[src/hw/iso14443a_pkg.sv]
// ----------------------------------------
// iso14443a_pkg
// shared timing constants, sequence codes and
// result records for the 14443A receive path
// ----------------------------------------

package iso14443a_pkg;

    localparam int BIT_TICKS  = 128;                // one etu in picc_clk ticks
    localparam int HALF_TICKS = 64;                 // nominal start of the X pause
    localparam int PAUSE_TOL  = 16;                 // accepted drift of a pause start
    localparam int CNT_W      = $clog2(BIT_TICKS);  // width of the window counter

    // modified miller sequence kinds
    typedef enum logic [2:0] {
        SEQ_SOC,
        SEQ_X,
        SEQ_Y,
        SEQ_Z,
        SEQ_ERR   // pause at a bad offset or two pauses in one window
    } miller_seq_e;

    typedef struct packed {
        logic        valid;
        miller_seq_e kind;
    } seq_evt_t;

    typedef struct packed {
        logic [7:0] data;        // lsb was received first
        logic       parity_err;  // parity bit did not make the count odd
    } rx_byte_t;

    typedef struct packed {
        logic [3:0] last_bits;        // 0 = whole bytes, else bits of the last byte
        logic       seq_err;
        logic       parity_seen_err;  // any byte of the frame failed parity
    } frame_end_t;

    // window decoder states
    typedef enum logic [1:0] {
        SQ_IDLE,
        SQ_SOC,   // rest of the soc bit window
        SQ_BITS
    } seq_state_e;

    typedef enum logic {
        FR_IDLE,
        FR_ACTIVE
    } frame_state_e;

endpackage

[src/hw/iso14443a_rx_top.sv]
// ----------------------------------------
// iso14443a_rx_top
// picc receive path, pause_n in, bytes and
// frame end reports out
// ----------------------------------------

`timescale 1ns/1ps

module iso14443a_rx_top (
    input  logic                      picc_clk,
    input  logic                      rst_n,
    input  logic                      pause_n,     // async from the pause detector
    output iso14443a_pkg::rx_byte_t   rx_byte,
    output logic                      rx_valid,
    output iso14443a_pkg::frame_end_t frame_end,
    output logic                      frame_done,
    output logic                      busy
);

    import iso14443a_pkg::*;

    logic     pause_start;  // synchronised pause edge
    seq_evt_t seq;          // one event per bit window

    pause_n_sync pause_n_sync_inst (
        .picc_clk    (picc_clk),
        .rst_n       (rst_n),
        .pause_n     (pause_n),
        .pause_start (pause_start)
    );

    miller_seq_decode miller_seq_decode_inst (
        .picc_clk    (picc_clk),
        .rst_n       (rst_n),
        .pause_start (pause_start),
        .seq         (seq)
    );

    miller_frame_decode miller_frame_decode_inst (
        .picc_clk   (picc_clk),
        .rst_n      (rst_n),
        .seq        (seq),
        .rx_byte    (rx_byte),
        .rx_valid   (rx_valid),
        .frame_end  (frame_end),
        .frame_done (frame_done),
        .busy       (busy)
    );

endmodule

[src/hw/miller_frame_decode.sv]
// ----------------------------------------
// miller_frame_decode
// turns miller sequences into bits, frames them
// into bytes with odd parity and reports the
// end of every frame, short frames included
// ----------------------------------------

`timescale 1ns/1ps

module miller_frame_decode (
    input  logic                      picc_clk,
    input  logic                      rst_n,
    input  iso14443a_pkg::seq_evt_t   seq,
    output iso14443a_pkg::rx_byte_t   rx_byte,
    output logic                      rx_valid,
    output iso14443a_pkg::frame_end_t frame_end,
    output logic                      frame_done,
    output logic                      busy
);

    import iso14443a_pkg::*;

    frame_state_e state;
    logic         prev_bit;      // last decoded bit, soc counts as 0
    logic [7:0]   data_q;        // byte being assembled, lsb first
    logic [3:0]   bit_cnt;       // 0..7 data, 8 means parity is next
    logic         par_acc;       // xor of the data bits so far
    logic         par_err_seen;  // sticky over the frame

    logic         soc;
    logic         bit_valid;
    logic         bit_val;
    logic         eoc;       // logic 0 then Y
    logic         code_err;
    logic         par_bad;
    logic [3:0]   tail_bits;     // bits of the unfinished byte at the frame end

    assign soc     = seq.valid && seq.kind == SEQ_SOC;
    // odd parity means data plus parity bit holds an odd number of ones
    assign par_bad = ~(par_acc ^ bit_val);
    // the logic 0 of an eoc was shifted in but carries no data
    assign tail_bits = eoc ? bit_cnt - 4'd1 : bit_cnt;

    always_comb begin
        bit_valid = 1'b0;
        bit_val   = 1'b0;
        eoc       = 1'b0;
        code_err  = 1'b0;
        if (seq.valid && state == FR_ACTIVE) begin
            case (seq.kind)
                SEQ_X: begin
                    bit_valid = 1'b1;
                    bit_val   = 1'b1;
                end
                SEQ_Z: begin
                    if (prev_bit)
                        code_err = 1'b1;  // a 0 after a 1 must be Y
                    else
                        bit_valid = 1'b1;
                end
                SEQ_Y: begin
                    if (prev_bit)
                        bit_valid = 1'b1;  // the 0 that follows a 1
                    else
                        eoc = 1'b1;
                end
                default: code_err = 1'b1;  // SEQ_ERR or a soc mid frame
            endcase
        end
    end

    always_ff @(posedge picc_clk or negedge rst_n) begin
        if (!rst_n) begin
            state        <= FR_IDLE;
            rx_valid     <= 1'b0;
            frame_done   <= 1'b0;
            prev_bit     <= 1'b0;
            bit_cnt      <= '0;
            par_acc      <= 1'b0;
            par_err_seen <= 1'b0;
        end else begin
            rx_valid   <= 1'b0;
            frame_done <= 1'b0;
            if (state == FR_IDLE) begin
                if (soc) begin
                    state        <= FR_ACTIVE;
                    prev_bit     <= 1'b0;
                    bit_cnt      <= '0;
                    par_acc      <= 1'b0;
                    par_err_seen <= 1'b0;
                end
            end else if (bit_valid) begin
                prev_bit <= bit_val;
                if (bit_cnt == 4'd8) begin  // parity bit closes the byte
                    rx_valid     <= 1'b1;
                    par_err_seen <= par_err_seen | par_bad;
                    bit_cnt      <= '0;
                    par_acc      <= 1'b0;
                end else begin
                    bit_cnt <= bit_cnt + 4'd1;
                    par_acc <= par_acc ^ bit_val;
                end
            end else if (eoc || code_err) begin
                state      <= FR_IDLE;
                frame_done <= 1'b1;
            end
        end
    end

    // payload path
    always_ff @(posedge picc_clk) begin
        if (state == FR_IDLE && soc)
            data_q <= '0;
        if (bit_valid) begin
            if (bit_cnt == 4'd8) begin
                rx_byte.data       <= data_q;
                rx_byte.parity_err <= par_bad;
                data_q             <= '0;  // upper bits of a short tail stay 0
            end else begin
                data_q[bit_cnt[2:0]] <= bit_val;
            end
        end
        if (eoc || code_err) begin
            frame_end.last_bits       <= tail_bits;
            frame_end.seq_err         <= code_err;
            frame_end.parity_seen_err <= par_err_seen;
            if (tail_bits != 4'd0) begin  // partial byte shows up with frame_done
                rx_byte.data       <= data_q;
                rx_byte.parity_err <= 1'b0;
            end
        end
    end

    // stays high through the frame_done cycle
    assign busy = (state == FR_ACTIVE) | frame_done;

endmodule

[src/hw/miller_seq_decode.sv]
// ----------------------------------------
// miller_seq_decode
// places pause starts on the etu grid and
// classifies every bit window as X, Y or Z
// ----------------------------------------

`timescale 1ns/1ps

module miller_seq_decode (
    input  logic                    picc_clk,
    input  logic                    rst_n,
    input  logic                    pause_start,
    output iso14443a_pkg::seq_evt_t seq
);

    import iso14443a_pkg::*;

    seq_state_e       state;
    logic [CNT_W-1:0] tick_cnt;     // tick within the current window
    logic [CNT_W-1:0] pause_off;    // offset of the first pause in the window
    logic             pause_seen;
    logic             pause_multi;  // more than one pause in the window
    logic             prev_y;       // last window was a Y

    logic             win_end;
    logic             seen_now;
    logic             multi_now;
    logic [CNT_W-1:0] off_now;
    miller_seq_e      kind_now;

    assign win_end   = (tick_cnt == CNT_W'(BIT_TICKS - 1));
    // a pause on the last tick still counts for this window
    assign seen_now  = pause_seen | pause_start;
    assign multi_now = pause_multi | (pause_seen & pause_start);
    assign off_now   = pause_seen ? pause_off : tick_cnt;

    always_comb begin
        if (!seen_now) begin
            kind_now = SEQ_Y;  // no pause at all
        end else if (multi_now) begin
            kind_now = SEQ_ERR;
        end else if (off_now < CNT_W'(PAUSE_TOL)) begin
            kind_now = SEQ_Z;  // pause at the window start
        end else if (off_now >= CNT_W'(HALF_TICKS - PAUSE_TOL) &&
                     off_now <= CNT_W'(HALF_TICKS + PAUSE_TOL)) begin
            kind_now = SEQ_X;  // mid bit pause
        end else begin
            kind_now = SEQ_ERR;
        end
    end

    always_ff @(posedge picc_clk or negedge rst_n) begin
        if (!rst_n) begin
            state       <= SQ_IDLE;
            tick_cnt    <= '0;
            pause_off   <= '0;
            pause_seen  <= 1'b0;
            pause_multi <= 1'b0;
            prev_y      <= 1'b0;
            seq         <= '0;
        end else begin
            seq.valid <= 1'b0;  // events last a single cycle
            case (state)
                SQ_IDLE: begin
                    tick_cnt    <= '0;
                    pause_seen  <= 1'b0;
                    pause_multi <= 1'b0;
                    prev_y      <= 1'b0;
                    if (pause_start) begin  // soc pause is tick 0 of the grid
                        state     <= SQ_SOC;
                        tick_cnt  <= CNT_W'(1);
                        seq.valid <= 1'b1;
                        seq.kind  <= SEQ_SOC;
                    end
                end
                default: begin
                    tick_cnt <= win_end ? '0 : tick_cnt + 1'b1;
                    if (win_end) begin
                        pause_seen  <= 1'b0;
                        pause_multi <= 1'b0;
                    end else if (pause_start) begin
                        pause_seen  <= 1'b1;
                        pause_multi <= pause_multi | pause_seen;
                        if (!pause_seen)
                            pause_off <= tick_cnt;
                    end
                    if (win_end && state == SQ_SOC) begin
                        // soc window already reported, only a stray pause matters
                        if (seen_now) begin
                            seq.valid <= 1'b1;
                            seq.kind  <= SEQ_ERR;
                            state     <= SQ_IDLE;
                        end else begin
                            state <= SQ_BITS;
                        end
                    end else if (win_end) begin
                        seq.valid <= 1'b1;
                        seq.kind  <= kind_now;
                        prev_y    <= (kind_now == SEQ_Y);
                        // Y Y never occurs inside a frame
                        if (kind_now == SEQ_ERR || (prev_y && kind_now == SEQ_Y))
                            state <= SQ_IDLE;
                    end
                end
            endcase
        end
    end

endmodule

[src/hw/pause_n_sync.sv]
// ----------------------------------------
// pause_n_sync
// brings the asynchronous pause_n into the
// picc_clk domain and pulses on each pause start
// ----------------------------------------

`timescale 1ns/1ps

module pause_n_sync (
    input  logic picc_clk,
    input  logic rst_n,
    input  logic pause_n,      // async, low during a pause
    output logic pause_start   // one cycle per falling edge
);

    logic [1:0] sync_q;  // two flop synchroniser, sync_q[1] is the safe copy
    logic       prev_q;  // previous synchronised level

    always_ff @(posedge picc_clk or negedge rst_n) begin
        if (!rst_n) begin
            sync_q      <= 2'b11;  // no pause level
            prev_q      <= 1'b1;
            pause_start <= 1'b0;
        end else begin
            sync_q      <= {sync_q[0], pause_n};
            prev_q      <= sync_q[1];
            // high to low on the synchronised line
            pause_start <= prev_q & ~sync_q[1];
        end
    end

    // latency from pause_n is fixed per edge, so the etu grid stays intact

endmodule

[config.mk]
export PLATFORM = sky130hd
export DESIGN_NAME = iso14443a_rx_top
export DESIGN_NICKNAME = d
export VERILOG_FILES = /design/src/hw/iso14443a_pkg.sv /design/src/hw/iso14443a_rx_top.sv /design/src/hw/miller_frame_decode.sv /design/src/hw/miller_seq_decode.sv /design/src/hw/pause_n_sync.sv
export SDC_FILE = /design/constraint.sdc
export NUM_CORES = 1
export LEC_CHECK = 0
export BUFFER_PORTS_ARGS = -buffer_cell sky130_fd_sc_hd__clkbuf_2
export CORE_MARGIN = 2
export CORE_UTILIZATION = 60
export DETAILED_ROUTE_END_ITERATION = 12
export PLACE_DENSITY = 0.85
export SETUP_SLACK_MARGIN = 0.1
export SYNTH_ARGS = -nofsm -noshare
export SYNTH_HDL_FRONTEND = slang
export SYNTH_SLANG_ARGS = --single-unit
[constraint.sdc]
create_clock -name picc_clk -period 4.35 [get_ports picc_clk]
set_input_delay 0 -clock picc_clk [delete_from_list [all_inputs] [get_ports picc_clk]]
set_output_delay 0 -clock picc_clk [all_outputs]
set_load 0.05 [all_outputs]
Yosys cells after proc, flatten, opt, wreduce, memory -nomap -nowiden
Cells that the tools add are included.

word-level totals
  register bits = 60
  input port bits = 3
  output and inout bits = 18
  word-level logic and storage cells = 154

operators by class
  $add $sub $neg = 3
  magnitude comparators = 5
  eq/ne operators = 13
  multiplexer cells = 72
  bitwise logic cells = 13
  reductions and logical operators = 24

operators by type and width
  cell                                                                    count
  4-bit two-way mux                                                       10
  1-bit two-way mux                                                       38
  9-bit two-way mux                                                       4
  8-bit two-way mux                                                       3
  7-bit two-way mux                                                       3
  2-bit two-way mux                                                       6
  3-bit two-way mux                                                       4
  3-bit AND reduction                                                     4
  3-bit by 2-bit == test with 1-bit output (second input constant)        3
  3-bit nonzero test                                                      3
  8-bit bitwise mux                                                       1
  2-bit inequality test (second input constant)                           4
  7-bit by 1-bit adder with 7-bit output (second input constant)          1
  7-bit == test (second input constant)                                   1
  7-bit by 6-bit >= comparator with 1-bit output (second input constant)  1
  7-bit <= comparator (second input constant)                             1
  1-bit logical AND                                                       7
  7-bit by 5-bit < comparator with 1-bit output (second input constant)   1
  1-bit NOT                                                               5
  1-bit bitwise OR                                                        5
  4-bit by 1-bit adder with 4-bit output (second input constant)          1
  4-bit == test (second input constant)                                   1
  3-bit by 4-bit < comparator with 1-bit output (second input constant)   1
  2-bit AND reduction                                                     2
  other kinds (17)                                                        20

Longest topological paths before layout
  depth in word-level cells = 14
  depth in mapped cells = 7
  mapped depth without buffers = 6

Cells and area by module
From an unflattened synthesis, not the netlist that was laid out.

second synthesis, totals
  cell total of the unflattened synthesis = 265
  area total of the unflattened synthesis = 2941.6 um^2

by module, submodules not included
  module               instances  cells each  area each (um^2)  sequential area each (um^2)
  miller_frame_decode  1          153         1642.8            770.7
  miller_seq_decode    1          107         1181.1            575.6
  pause_n_sync         1          5           117.6             103.8

Worst setup path after synthesis
No wires, ideal clock.

  path type = register to register
  start point = reg miller_frame_decode_inst.bit_cnt[0]
  end point = reg miller_frame_decode_inst.rx_byte[1] (netlist name)
  setup time = 0.121 ns
  data arrival time = 1.913 ns
  data required time = 4.229 ns
  path slack = 2.317 ns
  cell stages (with the launch flop) = 7
  buffers on the path = 0
  clock period less this slack = 2.033 ns
  cell sequence = dfrtp_1 -> inv_1 -> ha_1 -> nand2_1 -> and4bb_2 -> o32ai_4 -> mux2_2

between the ends
  longest elaborated chain between the ends = 5
  elaborated cells between the ends (all ways) = 8
  classes of those cells = add/sub (1); eq/ne (1); mux (5); reduce/logical (1)

RTL lines
  what                                                                          RTL line                                                text
  from (decl)                                                                   miller_frame_decode.sv:26                               logic [3:0] bit_cnt;
  from (signal assigned)                                                        miller_frame_decode.sv:100                              bit_cnt <= bit_cnt + 4'd1;
  4-bit by 1-bit subtractor with 4-bit output or 4-bit == test (tied branches)  miller_frame_decode.sv:42, miller_frame_decode.sv:115
  4-bit two-way mux or 9-bit two-way mux (tied branches)                        miller_frame_decode.sv:42, miller_frame_decode.sv:115
  4-bit nonzero test or 9-bit two-way mux (tied branches)                       miller_frame_decode.sv:127, miller_frame_decode.sv:114
  9-bit two-way mux                                                             miller_frame_decode.sv:127                              if (tail_bits != 4'd0) begin
  9-bit two-way mux *                                                           miller_frame_decode.sv:123                              if (eoc || code_err) begin

Mark *: on every way between the ends. The rest lies on a longest branch, timed or not.
A chain may end at the register's enable or synchronous reset.

Final worst setup path
  start point = reg miller_frame_decode_inst.bit_cnt[0]
  end point = reg miller_frame_decode_inst.par_acc

between the ends
  longest elaborated chain between the ends = 4

RTL lines
  what                  RTL line                    text
  4-bit == test         miller_frame_decode.sv:94   if (bit_cnt == 4'd8) begin
  1-bit two-way mux     miller_frame_decode.sv:94
  1-bit two-way mux     miller_frame_decode.sv:92   end else if (bit_valid) begin
  1-bit two-way mux     miller_frame_decode.sv:84   if (state == FR_IDLE) begin
  to (signal assigned)  miller_frame_decode.sv:101  par_acc <= par_acc ^ bit_val;
  to (decl)             miller_frame_decode.sv:27   logic par_acc;

Every way passes these cells. The select of a mux whose other input is x is not followed.

==> flow_summary.ini <==
[status]
outcome = complete, no violations

[final_layout]
drive_gt1_frac = 0.220
fin_nets = 292
utilization = 0.688
syn_to_final_growth_pct = 12.7
diodes = 0
fillers = 348
stdcell_area_sq_um = 3210

[floorplan]
die_x_um = 72.9
die_area_sq_um = 5310
io_pins = 21
placeableCoreArea_sq_um = 4660
start_util = 0.611
row_count = 25
die_h_um = 72.9

[yosys]
synth_edf_count = 6
async_flop_share = 0.617
synthCells = 265
synth_top_area_frac = 0.299
synth_most_common_cell = dfrtp_1
synth_area_per_cell_sq_um = 10.7
ys_types = 62
synth.top_cells.by_count = dfrtp_1 (34), nand2_1 (18), dfxtp_1 (17), o21ai_0 (17), mux2_2 (15)
yosys_warnings = 0
synth_fp_nets = 271
syn_area_sq_um = 2850
synth_area_leader_cell = dfrtp_1
synth-seq-cells = 60
synth-main-ff-cell = dfrtp_1
synthTopCellsByArea = dfrtp_1 (30%), dfxtp_1 (12%), edfxtp_1 (6.3%)
seq_area_frac_synth = 0.509

[global_route]
grt-ovfl-total = 0
antenna_found_initial = 0
gr-usage-all-layers = 0.228
grt_pass1_vias = 1961
grt.busiest_layer = met2
grt_pass1_wl_um = 9090
grtUsageMet2 = 0.351
grt_max_degree = 38
met1_usage = 0.300
grtUsageMet3 = 0.0649

[route]
drt-total-wl_um = 5440
wl_per_cell_um = 15.8
ant_nets = 0
drtIter0Drc = 183
drtPass1Iterations = 4
drcViolationCount = 0
vias = 2078
drt-vias-per-instance = 6.02

[sta]
worst_pin_slew_ns = 0.897
setup_viol = 0
min_period_over_period = 0.540
rsz0062_at_grt = false
hold_violations = 0
drv_slew = 0
hold_ws_ns = 0.298
max_freq_mhz = 426
period_minus_slack_ns = 2.35
tns_ns = 0
slew_headroom = 0.402
fin_skew_ns = 0.00906

[cts]
clock_latency_ns = 0.33
cts_sinks = 60
cts_tree = built
cts_setup_buffers = 0
cts_buffers = 9
htreeDepth = 3
clk_path_buf_depth = 2
path_clk_slew_ns = 0.07
clockRootBuffer = clkbuf_8

[min_path]
hp-class = primary input to flip-flop

[pwr]
p_per_area_nw_per_um2 = 497
peakVddDrop_mv = 0.284
p_leak_nw = 1.39

[place]
io_buffers = 20
dp_hpwl_um = 3740
gp_routability_congestion = 0.876
placed_area_sq_um = 2950

[critical_path]
timing.critical_path.fanout_max = 10
critPathArrivalTime_ns = 2.62
crit_type = flip-flop to flip-flop
ff2ff_setup_slack_ns = 2.00
required_ns = 4.62
start_kind = flip-flop
cp-end-kind = flip-flop

[job]
drv_cap = 0
==> flip-flops by register name, indices dropped and copies added (netlist names), 2 cells and up <==
register / flops
miller_frame_decode_inst.rx_byte: 9
miller_frame_decode_inst.bit_cnt: 4
miller_seq_decode_inst.seq: 4
miller_frame_decode_inst.frame_end: 6
pause_n_sync_inst.sync_q: 2
miller_frame_decode_inst.data_q: 8
miller_seq_decode_inst.tick_cnt: 7
miller_seq_decode_inst.pause_off: 7
miller_seq_decode_inst.state: 2
==> final timing paths <==
path,depth (start not counted),end,start
max,6,miller_frame_decode_inst.par_acc,miller_frame_decode_inst.bit_cnt[0]
max in group asynchronous,2,miller_frame_decode_inst.bit_cnt[0],rst_n
max reg2reg,6,miller_frame_decode_inst.par_acc,miller_frame_decode_inst.bit_cnt[0]
min reg2reg,0,pause_n_sync_inst.sync_q[1],pause_n_sync_inst.sync_q[0]
min in group asynchronous,2,miller_seq_decode_inst.tick_cnt[3],rst_n
min,2,pause_n_sync_inst.sync_q[0],pause_n
==> layout by cell type (no fill, tap or decap), types with 4 or more instances in the layout <==
cell type	n
mux2_2	15
nand2b_1	4
nand2_1	18
edfxtp_1	6
nor3_1	8
clkbuf_2	20
dfrtp_1	34
and2_1	5
clkbuf_8	11
nand3_1	4
a21oi_1	8
inv_1	14
nor2b_1	5
xor2_1	6
xnor2_1	4
nor3b_1	4
nor2_1	13
dfxtp_1	17
a32o_1	4
a31oi_1	7
o21ai_0	17
==> what timing repair did <==
| item | CTS | global route |
|---|---|---|
| resized for setup | 0 | 0 |
| hold buffers | 2 | 0 |
| hold endpoints to repair | 35 | 0 |
==> critical path, stage by stage (launching register included) <==
cell and delay [ns]:
dfrtp_1 0.47, inv_1 0.16, ha_1 0.28, and3b_1 0.29, a211oi_1 0.64, and2_1 0.31
o22a_1 0.15
==> routing by layer <==
metal	routed length, um	vias up
met1	2660	1016
met3	197	6
met4	69	0
li1	-	1015
met5	0	-
met2	2520	41
==> logic make-up after synthesis <==
group | after synthesis | share of synthesized area
AND/OR/NAND/NOR | 82 | 0.167
AO/OA/AOI/OAI | 66 | 0.167
flip-flops | 60 | 0.509
buffers and inverters | 26 | 0.0418
multiplexers | 18 | 0.0699
XOR/XNOR | 10 | 0.0308
adder cells (fa/ha/maj) | 3 | 0.0132
==> stage by stage <==
| step | cells | worst slack [ns] | power (mW) |
|---|---|---|---|
| floorplan | 265 | 2.32 | 0.954 |
| global placement | 327 | 2.08 | 1.01 |
| global route | 345 | 1.82 | 1.67 |
| finish | 345 | 2.00 | 1.59 |
| detailed placement | 327 | 2.05 | 1.02 |
| CTS | 345 | 2.03 | 1.60 |
==> power by group <==
part           switching (mW)  internal [mW]
clock                   0.211          0.365
combinational           0.157          0.114
sequential              0.102          0.645
==> cell type report <==
cell class              count  area [sq um]  area share
well taps                  54          67.6      0.0211
inverters                  14          52.6      0.0164
repair buffers             22           120      0.0374
flip-flops and latches     60          1450       0.452
multi-input cells         179          1280       0.398
clock buffers              14           205      0.0640
clock inverters             2          35.0      0.0109
Note: power is estimated with default switching activity, not from simulation.
